[config.mk]
export PLATFORM = sky130hd
export DESIGN_NAME = eg_top
export DESIGN_NICKNAME = d
export VERILOG_FILES = /design/src/design/eg_pkg.sv /design/src/design/eg_top.sv /design/src/design/eg_comb.sv /design/src/design/eg_slot_seq.sv /design/src/design/eg_regs.sv
export VERILOG_INCLUDE_DIRS = /design/src /design/src/design
export SDC_FILE = /design/constraint.sdc
export NUM_CORES = 1
export LEC_CHECK = 0
export BUFFER_PORTS_ARGS = -buffer_cell sky130_fd_sc_hd__buf_2
export CAP_MARGIN = 20
export CORE_MARGIN = 10
export CORE_UTILIZATION = 65
export CTS_CLUSTER_DIAMETER = 150
export CTS_CLUSTER_SIZE = 24
export DETAILED_ROUTE_END_ITERATION = 16
export HOLD_SLACK_MARGIN = 0.05
export PLACE_DENSITY = 0.9
export SETUP_SLACK_MARGIN = 0.15
export SLEW_MARGIN = 20
export SYNTH_ARGS = -nofsm -noshare
export SYNTH_HDL_FRONTEND = slang
export SYNTH_SLANG_ARGS = --single-unit
[constraint.sdc]
create_clock -name clk -period 28.5 [get_ports clk]
set_input_delay 5.7 -clock clk [delete_from_list [all_inputs] [get_ports clk]]
set_output_delay 5.7 -clock clk [all_outputs]
set_load 0.01 [all_outputs]
[src/design/eg_macros.svh]
`ifndef EG_MACROS_SVH
`define EG_MACROS_SVH

// Operator slots sharing one envelope datapath.
`define EG_SLOTS 4

// Slot index width.
`define EG_SLOT_W 2

// Global envelope counter width.
`define EG_CNT_W 15

// Attenuation width, 0 is loudest and all ones is silent.
`define EG_LEVEL_W 10

`endif
[src/design/eg_pkg.sv]
`default_nettype none

package eg_pkg;

	// Envelope phase of one slot.
	typedef enum logic [2:0] {
		EG_ATTACK  = 3'd0,
		EG_DECAY1  = 3'd1,
		EG_DECAY2  = 3'd2,
		EG_RELEASE = 3'd3
	} eg_state_e;

	// Register field, low three address bits.
	typedef enum logic [2:0] {
		REG_AR_KS     = 3'd0,
		REG_D1R_AMSEN = 3'd1,
		REG_D2R       = 3'd2,
		REG_RR_SL     = 3'd3,
		REG_TL        = 3'd4,
		REG_KC_AMS    = 3'd5,
		REG_KEYON     = 3'd6
	} eg_field_e;

endpackage

`default_nettype wire

[src/design/eg_top.sv]
`timescale 1ns/1ns
`default_nettype none

`include "eg_macros.svh"

module eg_top import eg_pkg::*; (
	input  logic                   clk,
	input  logic                   rst,
	input  logic                   req,
	output logic                   ack,
	input  logic                   we,
	input  logic [`EG_SLOT_W+2:0]  addr,
	input  logic [7:0]             wdata,
	output logic [7:0]             rdata,
	input  logic [6:0]             lfo_mod,
	output logic [`EG_LEVEL_W-1:0] eg_out,
	output logic [`EG_SLOT_W-1:0]  eg_out_slot,
	output logic                   eg_valid
);

	logic [`EG_SLOT_W-1:0]  slot;
	logic [4:0]             ar, d1r, d2r, keycode, arate, base_rate, keycode_s;
	logic [3:0]             rr, sl;
	logic [1:0]             ks, ams, ks_s, ams_s;
	logic [6:0]             tl, tl_s;
	logic                   amsen, keyon, amsen_s, cnt_in, cnt_lsb;
	eg_state_e              state;
	logic [`EG_CNT_W-1:0]   eg_cnt;
	logic [`EG_LEVEL_W-1:0] eg_in, eg_pure_next, eg_limited;

	eg_regs u_regs (
		.clk(clk), .rst(rst), .req(req), .ack(ack), .we(we), .addr(addr),
		.wdata(wdata), .rdata(rdata), .slot(slot), .ar(ar), .d1r(d1r),
		.d2r(d2r), .rr(rr), .sl(sl), .ks(ks), .keycode(keycode), .tl(tl),
		.amsen(amsen), .ams(ams), .keyon(keyon)
	);

	eg_slot_seq u_seq (
		.clk(clk), .rst(rst), .ar(ar), .d1r(d1r), .d2r(d2r), .rr(rr), .sl(sl),
		.ks(ks), .keycode(keycode), .tl(tl), .amsen(amsen), .ams(ams),
		.keyon(keyon), .slot(slot), .state(state), .arate(arate),
		.base_rate(base_rate), .keycode_o(keycode_s), .eg_cnt(eg_cnt),
		.cnt_in(cnt_in), .ks_o(ks_s), .eg_in(eg_in), .amsen_o(amsen_s),
		.ams_o(ams_s), .tl_o(tl_s), .eg_pure_next(eg_pure_next), .cnt_lsb(cnt_lsb)
	);

	eg_comb u_comb (
		.state(state), .arate(arate), .base_rate(base_rate), .keycode(keycode_s),
		.eg_cnt(eg_cnt), .cnt_in(cnt_in), .ks(ks_s), .eg_in(eg_in),
		.lfo_mod(lfo_mod), .amsen(amsen_s), .ams(ams_s), .tl(tl_s),
		.cnt_lsb(cnt_lsb), .eg_limited(eg_limited), .eg_pure_next(eg_pure_next)
	);

	always_ff @(posedge clk) begin
		if (rst)
			eg_valid <= 1'b0;
		else
			eg_valid <= 1'b1;
	end

	// One cycle behind the slot visit.
	always_ff @(posedge clk) begin
		eg_out <= eg_limited;
		eg_out_slot <= slot;
	end

endmodule

`default_nettype wire

[src/design/eg_comb.sv]
`timescale 1ns/1ns
`default_nettype none

`include "eg_macros.svh"

module eg_comb import eg_pkg::*; (
	input  eg_state_e              state,
	input  logic [4:0]             arate,
	input  logic [4:0]             base_rate,
	input  logic [4:0]             keycode,
	input  logic [`EG_CNT_W-1:0]   eg_cnt,
	input  logic                   cnt_in,
	input  logic [1:0]             ks,
	input  logic [`EG_LEVEL_W-1:0] eg_in,
	input  logic [6:0]             lfo_mod,
	input  logic                   amsen,
	input  logic [1:0]             ams,
	input  logic [6:0]             tl,
	output logic                   cnt_lsb,
	output logic [`EG_LEVEL_W-1:0] eg_limited,
	output logic [`EG_LEVEL_W-1:0] eg_pure_next
);

	logic                    attack;
	logic                    ar_off;
	logic [1:0]              ks_shift;
	logic [4:0]              kc_scaled;
	logic [6:0]              pre_rate;
	logic [5:0]              rate;
	logic [3:0]              cnt_shift;
	logic [`EG_CNT_W-1:0]    cnt_sel;
	logic [2:0]              cnt;
	logic [7:0]              pattern;
	logic                    step;
	logic                    sum_up;
	logic [3:0]              dec_inc;
	logic [`EG_LEVEL_W:0]    dec_sum;
	logic [7:0]              ar_base;
	logic [8:0]              ar_sum0;
	logic [`EG_LEVEL_W-1:0]  ar_sum;
	logic [`EG_LEVEL_W-1:0]  ar_result;
	logic [5:0]              am_inv;
	logic [6:0]              am_depth;
	logic [`EG_LEVEL_W+1:0]  total;

	assign attack = state == EG_ATTACK;
	assign ar_off = attack && arate == 5'h1f;

	// Key scaling adds keycode >> (3 - ks).
	always_comb begin
		ks_shift = 2'd3 - ks;
		kc_scaled = keycode >> ks_shift;
		if (base_rate == 5'd0)
			pre_rate = 7'd0;
		else
			pre_rate = {1'b0, base_rate, 1'b0} + {2'b0, kc_scaled};
		rate = pre_rate[6] ? 6'd63 : pre_rate[5:0];
	end

	// Attack runs one counter bit faster than decay.
	always_comb begin
		if (attack)
			cnt_shift = (rate[5:2] >= 4'd11) ? 4'd0 : 4'd11 - rate[5:2];
		else
			cnt_shift = (rate[5:2] >= 4'd12) ? 4'd0 : 4'd12 - rate[5:2];
		cnt_sel = eg_cnt >> cnt_shift;
		cnt = cnt_sel[2:0];
	end

	always_comb begin
		if (rate[5:4] == 2'b11) begin
			if (attack && rate[5:2] == 4'hf)
				pattern = 8'hff;
			else begin
				case (rate[1:0])
					2'd0: pattern = 8'b0000_0000;
					2'd1: pattern = 8'b1000_1000;
					2'd2: pattern = 8'b1010_1010;
					default: pattern = 8'b1110_1110;
				endcase
			end
		end else if (!attack && rate[5:2] == 4'd0) begin
			pattern = 8'b1111_1110;
		end else begin
			case (rate[1:0])
				2'd0: pattern = 8'b1010_1010;
				2'd1: pattern = 8'b1110_1010;
				2'd2: pattern = 8'b1110_1110;
				default: pattern = 8'b1111_1110;
			endcase
		end
		step = (rate[5:1] == 5'd0) ? 1'b0 : pattern[cnt];
	end

	// Update only when the selected counter bit has toggled.
	assign cnt_lsb = cnt[0];
	assign sum_up = cnt[0] != cnt_in;

	always_comb begin
		case (rate[5:2])
			4'd12: dec_inc = {2'b0, step, ~step};
			4'd13: dec_inc = {1'b0, step, ~step, 1'b0};
			4'd14: dec_inc = {step, ~step, 2'b0};
			4'd15: dec_inc = 4'd8;
			default: dec_inc = {2'b0, step, 1'b0};
		endcase
		dec_sum = {1'b0, eg_in} + {7'b0, dec_inc};
	end

	// Exponential attack, a fraction of the current level.
	always_comb begin
		case (rate[5:2])
			4'd13: ar_base = {1'b0, eg_in[9:3]};
			4'd14, 4'd15: ar_base = eg_in[9:2];
			default: ar_base = {2'b0, eg_in[9:4]};
		endcase
		ar_sum0 = {1'b0, ar_base} + 9'd1;
		if (rate[5:4] == 2'b11)
			ar_sum = step ? {ar_sum0, 1'b0} : {1'b0, ar_sum0};
		else
			ar_sum = step ? {1'b0, ar_sum0} : '0;
		ar_result = (ar_sum < eg_in) ? eg_in - ar_sum : '0;
	end

	always_comb begin
		if (ar_off)
			eg_pure_next = '0;
		else if (attack) begin
			if (sum_up && eg_in != '0)
				eg_pure_next = (rate[5:1] == 5'h1f) ? '0 : ar_result;
			else
				eg_pure_next = eg_in;
		end else if (sum_up)
			eg_pure_next = dec_sum[`EG_LEVEL_W] ? '1 : dec_sum[`EG_LEVEL_W-1:0];
		else
			eg_pure_next = eg_in;
	end

	// Triangle LFO folded to a 6-bit depth.
	always_comb begin
		am_inv = {6{lfo_mod[6]}} ^ lfo_mod[5:0];
		am_depth = 7'd0;
		if (amsen) begin
			case (ams)
				2'd1: am_depth = {3'b0, am_inv[5:2]};
				2'd2: am_depth = {1'b0, am_inv};
				2'd3: am_depth = {am_inv, 1'b0};
				default: am_depth = 7'd0;
			endcase
		end
		total = {2'b0, eg_pure_next} + {2'b0, tl, 3'b0} + {5'b0, am_depth};
	end

	assign eg_limited = (total[`EG_LEVEL_W+1:`EG_LEVEL_W] == 2'b0) ?
		total[`EG_LEVEL_W-1:0] : '1;

endmodule

`default_nettype wire

[src/design/eg_slot_seq.sv]
`timescale 1ns/1ns
`default_nettype none

`include "eg_macros.svh"

module eg_slot_seq import eg_pkg::*; (
	input  logic                   clk,
	input  logic                   rst,
	input  logic [4:0]             ar,
	input  logic [4:0]             d1r,
	input  logic [4:0]             d2r,
	input  logic [3:0]             rr,
	input  logic [3:0]             sl,
	input  logic [1:0]             ks,
	input  logic [4:0]             keycode,
	input  logic [6:0]             tl,
	input  logic                   amsen,
	input  logic [1:0]             ams,
	input  logic                   keyon,
	output logic [`EG_SLOT_W-1:0]  slot,
	output eg_state_e              state,
	output logic [4:0]             arate,
	output logic [4:0]             base_rate,
	output logic [4:0]             keycode_o,
	output logic [`EG_CNT_W-1:0]   eg_cnt,
	output logic                   cnt_in,
	output logic [1:0]             ks_o,
	output logic [`EG_LEVEL_W-1:0] eg_in,
	output logic                   amsen_o,
	output logic [1:0]             ams_o,
	output logic [6:0]             tl_o,
	input  logic [`EG_LEVEL_W-1:0] eg_pure_next,
	input  logic                   cnt_lsb
);

	eg_state_e               state_mem [`EG_SLOTS];
	logic [`EG_LEVEL_W-1:0]  level_mem [`EG_SLOTS];
	logic                    keyon_mem [`EG_SLOTS];
	logic                    cnt_mem   [`EG_SLOTS];

	logic                    key_rise;
	logic                    key_fall;
	logic [`EG_LEVEL_W-1:0]  sus_level;
	eg_state_e               next_state;

	assign key_rise = keyon & ~keyon_mem[slot];
	assign key_fall = ~keyon & keyon_mem[slot];
	assign sus_level = {1'b0, sl, 5'd0};

	// Key events override the stored phase for this visit.
	always_comb begin
		if (key_rise)
			state = EG_ATTACK;
		else if (key_fall)
			state = EG_RELEASE;
		else
			state = state_mem[slot];
	end

	always_comb begin
		case (state)
			EG_ATTACK:  base_rate = ar;
			EG_DECAY1:  base_rate = d1r;
			EG_DECAY2:  base_rate = d2r;
			default:    base_rate = {rr, 1'b1};
		endcase
	end

	always_comb begin
		next_state = state;
		case (state)
			EG_ATTACK:
				if (eg_pure_next == '0)
					next_state = EG_DECAY1;
			EG_DECAY1:
				if (eg_pure_next >= sus_level)
					next_state = EG_DECAY2;
			default: ;
		endcase
	end

	always_ff @(posedge clk) begin
		if (rst) begin
			slot <= '0;
			eg_cnt <= '0;
		end else begin
			slot <= slot + 1'b1;
			// Counter ticks once per full round of slots.
			if (slot == `EG_SLOT_W'(`EG_SLOTS - 1))
				eg_cnt <= eg_cnt + 1'b1;
		end
	end

	always_ff @(posedge clk) begin
		if (rst) begin
			for (int i = 0; i < `EG_SLOTS; i++) begin
				state_mem[i] <= EG_RELEASE;
				level_mem[i] <= '1;
				keyon_mem[i] <= 1'b0;
				cnt_mem[i] <= 1'b0;
			end
		end else begin
			state_mem[slot] <= next_state;
			level_mem[slot] <= eg_pure_next;
			keyon_mem[slot] <= keyon;
			cnt_mem[slot] <= cnt_lsb;
		end
	end

	assign arate = ar;
	assign cnt_in = cnt_mem[slot];
	assign eg_in = level_mem[slot];
	assign keycode_o = keycode;
	assign ks_o = ks;
	assign amsen_o = amsen;
	assign ams_o = ams;
	assign tl_o = tl;

endmodule

`default_nettype wire

[src/design/eg_regs.sv]
`timescale 1ns/1ns
`default_nettype none

`include "eg_macros.svh"

module eg_regs import eg_pkg::*; (
	input  logic                 clk,
	input  logic                 rst,
	input  logic                 req,
	output logic                 ack,
	input  logic                 we,
	input  logic [`EG_SLOT_W+2:0] addr,
	input  logic [7:0]           wdata,
	output logic [7:0]           rdata,
	input  logic [`EG_SLOT_W-1:0] slot,
	output logic [4:0]           ar,
	output logic [4:0]           d1r,
	output logic [4:0]           d2r,
	output logic [3:0]           rr,
	output logic [3:0]           sl,
	output logic [1:0]           ks,
	output logic [4:0]           keycode,
	output logic [6:0]           tl,
	output logic                 amsen,
	output logic [1:0]           ams,
	output logic                 keyon
);

	logic [4:0] ar_r      [`EG_SLOTS];
	logic [4:0] d1r_r     [`EG_SLOTS];
	logic [4:0] d2r_r     [`EG_SLOTS];
	logic [3:0] rr_r      [`EG_SLOTS];
	logic [3:0] sl_r      [`EG_SLOTS];
	logic [1:0] ks_r      [`EG_SLOTS];
	logic [4:0] keycode_r [`EG_SLOTS];
	logic [6:0] tl_r      [`EG_SLOTS];
	logic       amsen_r   [`EG_SLOTS];
	logic [1:0] ams_r     [`EG_SLOTS];
	logic       keyon_r   [`EG_SLOTS];

	eg_field_e             field;
	logic [`EG_SLOT_W-1:0] hslot;
	logic [7:0]            rd_byte;
	logic                  start;

	assign field = eg_field_e'(addr[2:0]);
	assign hslot = addr[`EG_SLOT_W+2:3];
	// New request while idle.
	assign start = req & ~ack;

	always_ff @(posedge clk) begin
		if (rst)
			ack <= 1'b0;
		else if (start)
			ack <= 1'b1;
		else if (ack && !req)
			ack <= 1'b0;
	end

	always_ff @(posedge clk) begin
		if (rst) begin
			for (int i = 0; i < `EG_SLOTS; i++) begin
				ar_r[i] <= '0;
				d1r_r[i] <= '0;
				d2r_r[i] <= '0;
				rr_r[i] <= '0;
				sl_r[i] <= '0;
				ks_r[i] <= '0;
				keycode_r[i] <= '0;
				tl_r[i] <= '0;
				amsen_r[i] <= 1'b0;
				ams_r[i] <= '0;
				keyon_r[i] <= 1'b0;
			end
		end else if (start && we) begin
			case (field)
				REG_AR_KS: begin
					ar_r[hslot] <= wdata[4:0];
					ks_r[hslot] <= wdata[7:6];
				end
				REG_D1R_AMSEN: begin
					d1r_r[hslot] <= wdata[4:0];
					amsen_r[hslot] <= wdata[7];
				end
				REG_D2R: d2r_r[hslot] <= wdata[4:0];
				REG_RR_SL: begin
					rr_r[hslot] <= wdata[3:0];
					sl_r[hslot] <= wdata[7:4];
				end
				REG_TL: tl_r[hslot] <= wdata[6:0];
				REG_KC_AMS: begin
					keycode_r[hslot] <= wdata[4:0];
					ams_r[hslot] <= wdata[6:5];
				end
				REG_KEYON: keyon_r[hslot] <= wdata[0];
				default: ;
			endcase
		end
	end

	// Read-back, undefined bits as zero.
	always_comb begin
		case (field)
			REG_AR_KS:     rd_byte = {ks_r[hslot], 1'b0, ar_r[hslot]};
			REG_D1R_AMSEN: rd_byte = {amsen_r[hslot], 2'b0, d1r_r[hslot]};
			REG_D2R:       rd_byte = {3'b0, d2r_r[hslot]};
			REG_RR_SL:     rd_byte = {sl_r[hslot], rr_r[hslot]};
			REG_TL:        rd_byte = {1'b0, tl_r[hslot]};
			REG_KC_AMS:    rd_byte = {1'b0, ams_r[hslot], keycode_r[hslot]};
			REG_KEYON:     rd_byte = {7'b0, keyon_r[hslot]};
			default:       rd_byte = 8'h00;
		endcase
	end

	always_ff @(posedge clk) begin
		if (start && !we)
			rdata <= rd_byte;
	end

	assign ar = ar_r[slot];
	assign d1r = d1r_r[slot];
	assign d2r = d2r_r[slot];
	assign rr = rr_r[slot];
	assign sl = sl_r[slot];
	assign ks = ks_r[slot];
	assign keycode = keycode_r[slot];
	assign tl = tl_r[slot];
	assign amsen = amsen_r[slot];
	assign ams = ams_r[slot];
	assign keyon = keyon_r[slot];

endmodule

`default_nettype wire

==> impl_metrics.py <==
metrics = {
    "cells_and_area": {
        "area_delta_synth_final_pct": 4.54,
        "final_common_cell": "edfxtp_1",
        "layout_common_cells": "232 x edfxtp_1, 146 x nand2_1, 107 x and3_1",
        "drive_above_1_share_pct": 14.9,
        "antenna_cells": 0,
        "nNetsFinal": 1519,
    },
    "power_and_ir_drop": {
        "irDropWorstVdd_mv": 0.102,
        "powerDensity_nw_per_um2": 109,
        "power_uw": 1880,
        "p_leak_uw": 0.00651,
    },
    "synth": {
        "yosysTopAreaCellShare_pct": 41.9,
        "syn_avg_cell_area_um2": 11.2,
        "synth_nets": 1551,
        "synth_cell_types": 87,
        "ys_warn_count": 0,
        "async_flop_share_pct": 0,
        "synth_enable_flop_cells": 232,
        "muxShareOfSynthArea_pct": 16.1,
        "synth_flop_cell": "edfxtp_1",
        "synthCells": 1481,
        "synth_area_um2": 16600,
        "synth_top_family_by_area": "simple AND/OR/NAND/NOR gates",
        "synthAdderAreaFrac_pct": 3.76,
        "ys_seq_elements": 263,
        "synthXorXnorAreaFrac_pct": 2.49,
        "seq_area_frac_synth_pct": 45.7,
        "yosys.area_share.simple_pct": 17.8,
        "synth.largest_area_cell": "edfxtp_1",
        "synth_compound_area_share_pct": 10.2,
        "ys_top_cells_by_area": "edfxtp_1 42%, mux4_2 13%, and3_1 4.0%, dfxtp_1 3.7%, nand2_1 3.3%",
    },
    "sta": {
        "tns_ns": 0,
        "hold_violations": 0,
        "period_share_pct": 52.1,
        "fmax_mhz": 67.4,
        "rsz0062_at_grt": "false",
        "slew_headroom_pct": 27.5,
        "layout_min_cycle_time_ns": 14.84,
        "report.final.slew_viol_count": 0,
        "setup_violations": 0,
        "worst_slew_pin_slew_ns": 1.08,
        "finClkSkew_ns": 0.0192,
    },
    "clock_tree": {
        "clk_pin_slew_worst_paths_ns": 0.11,
        "cts.sinks": 263,
        "clk_latency_ns": 0.51,
        "cts_tree": "yes",
        "tritoncts.num_buffers": 14,
        "cts-root-buf": "clkbuf_16",
        "cts_resized": 0,
        "cts_setup_buffers": 0,
        "clockBufferDepth": 3,
        "hold_buffers": 0,
        "h-tree-depth": 1,
    },
    "detailed_routing": {
        "first_pass_iters": 8,
        "totalWireLength_um": 43600,
        "drc": 0,
        "ant_nets": 0,
        "first_iter_violations": 1918,
        "vias_per_cell": 7.05,
        "vias": 12600,
        "wl_per_cell_um": 24.4,
    },
    "setup_path": {
        "startpoint_type": "register",
        "reg2regPathDepth": 55,
        "end_kind": "register",
        "worst_ep_required_time_ns": 28.94,
        "max_stage_delay_ns": 0.80,
        "cpMaxStageDelayCell": "dfxtp_4",
        "crit_top_cell": "o21ai_0",
        "crit_fanout": 34,
        "path_class": "register to register",
        "cp.arrival_ns": 15.28,
    },
    "floorplan": {
        "rows": 58,
        "die_x_um": 180,
        "start_util_pct": 66.0,
        "die_area_um2": 32300,
        "pin_count": 46,
        "coreArea_um2": 25200,
        "die-height_um": 180,
    },
    "global_routing": {
        "grt_overflow_total": 0,
        "grt_pass1_wl_um": 68900,
        "antenna_found_initial": 0,
        "grt_pass1_vias": 12400,
        "track_usage_pct": 26.1,
        "grt_max_degree": 49,
    },
    "place": {
        "hpwl_um": 29700,
        "portBuffers": 45,
        "gp_congestion": 1.01,
    },
    "status": {
        "status": "finished, final reports clean",
    },
    "worst_hold_path": {
        "hold_path_depth": 2,
        "hold_path.class": "register to register",
    },
    "flow_run": {
        "cap_violations": 0,
    },
}
==> cell families after synthesis <==
logic type / count (synthesis)
buffers and inverters: 164
AND/OR/NAND/NOR: 569
adder cells (fa/ha/maj): 47
AO/OA/AOI/OAI: 251
flip-flops: 263
multiplexers: 142
XOR/XNOR: 45
==> flip-flops by register name, summed over array words and instances (netlist names) <==
| signal | cells |
|---|---|
| u_regs.rdata | 8 |
| u_regs.d2r_r | 20 |
| u_regs.sl_r | 16 |
| u_regs.rr_r | 16 |
| u_seq.eg_cnt | 15 |
| u_seq.keyon_mem | 4 |
| u_regs.tl_r | 28 |
| eg_out | 10 |
| u_seq.slot | 2 |
| u_seq.cnt_mem | 4 |
| u_regs.amsen_r | 4 |
| u_regs.ar_r | 20 |
| eg_valid | 1 |
| u_regs.ks_r | 8 |
| u_seq.level_mem | 40 |
| u_regs.ack | 1 |
| u_regs.keycode_r | 20 |
| u_regs.keyon_r | 4 |
| u_seq.state_mem | 12 |
| u_regs.d1r_r | 20 |
| u_regs.ams_r | 8 |
| eg_out_slot | 2 |
==> layout make-up <==
class / instances / area, µm²
multi-input cells: 1054 / 8400
inverters: 54 / 203
fillers: 1657 / 7820
well taps: 330 / 413
repair buffers: 62 / 353
clock buffers: 24 / 409
flip-flops and latches: 263 / 7590
==> where the power goes <==
part | total [µW] | switching [µW] | internal, µW
sequential | 479 | 16.0 | 463
clock | 221 | 122 | 99.4
combinational | 1180 | 720 | 465
total | 1880 | 858 | 1030
==> per-layer routing <==
layer	vias up	share of wire [%]	wire, µm	track usage, %
met3	181	11	4900	4.86
met5	-	0	0	0
met2	923	49	21300	43.5
met4	0	4.7	2050	11.1
li1	5500	-	-	-
met1	5999	35	15400	32.8
==> per-stage QoR <==
| stage | setup slack, ns | hold slack (ns) | cell area (µm²) | util [%] | instances |
|---|---|---|---|---|---|
| floorplan | 15.02 | 0.350 | 16600 | - | 1481 |
| global placement | 14.53 | 0.471 | 17000 | 67.3 | 1763 |
| detailed placement | 13.96 | 0.479 | 17000 | 67.3 | 1763 |
| CTS | 13.87 | 0.495 | 17400 | 68.9 | 1787 |
| global route | 12.25 | 0.511 | 17400 | 69.0 | 1787 |
| finish | 13.66 | 0.494 | 17400 | 69.0 | 1787 |
==> worst paths after layout <==
kind | startpoint | end | slack [ns]
setup / recovery | u_seq.slot[0] | eg_out[3] | 13.66
hold / removal | u_seq.eg_cnt[9] | u_seq.eg_cnt[9] | 0.49
setup reg to reg | u_seq.slot[0] | eg_out[3] | 13.66
hold reg to reg | u_seq.eg_cnt[9] | u_seq.eg_cnt[9] | 0.49
==> Yosys cell counts (all sizes together), types with 3 or more instances <==
cell       n
nor2      90
clkbuf    85
nor2b     26
inv       53
a211oi    18
and2      81
a22oi     16
o211ai    12
o21ai     65
nor3b      5
nand3b     7
or4        3
mux2i     33
mux4      99
and3     107
a22o       3
or2        5
a2111oi    5
a31oi     12
and4       3
a21oi     58
a21o       9
nor4       6
edfxtp   232
xnor2     25
ha        41
o22ai      7
dfxtp     31
mux2      10
a31o       4
a21boi     3
xor2      20
nand2b    22
fa         5
nand3     27
o21a       6
or3        5
a211o      4
buf       25
nand2    147
nand4     12
nor3      18
==> critical path, delay by kind of cell (launching register included) <==
family | cells | cell delay, ns
muxes | 4 | 1.77
AOI/OAI and AO/OA | 25 | 5.77
xor gates and xnor gates | 2 | 0.56
and+or+nand+nor | 11 | 2.39
buffers and inverters | 6 | 1.30
adders and majority gates | 7 | 2.13
DFF | 1 | 0.80
No activity file was read; power rests on OpenSTA's default activity.
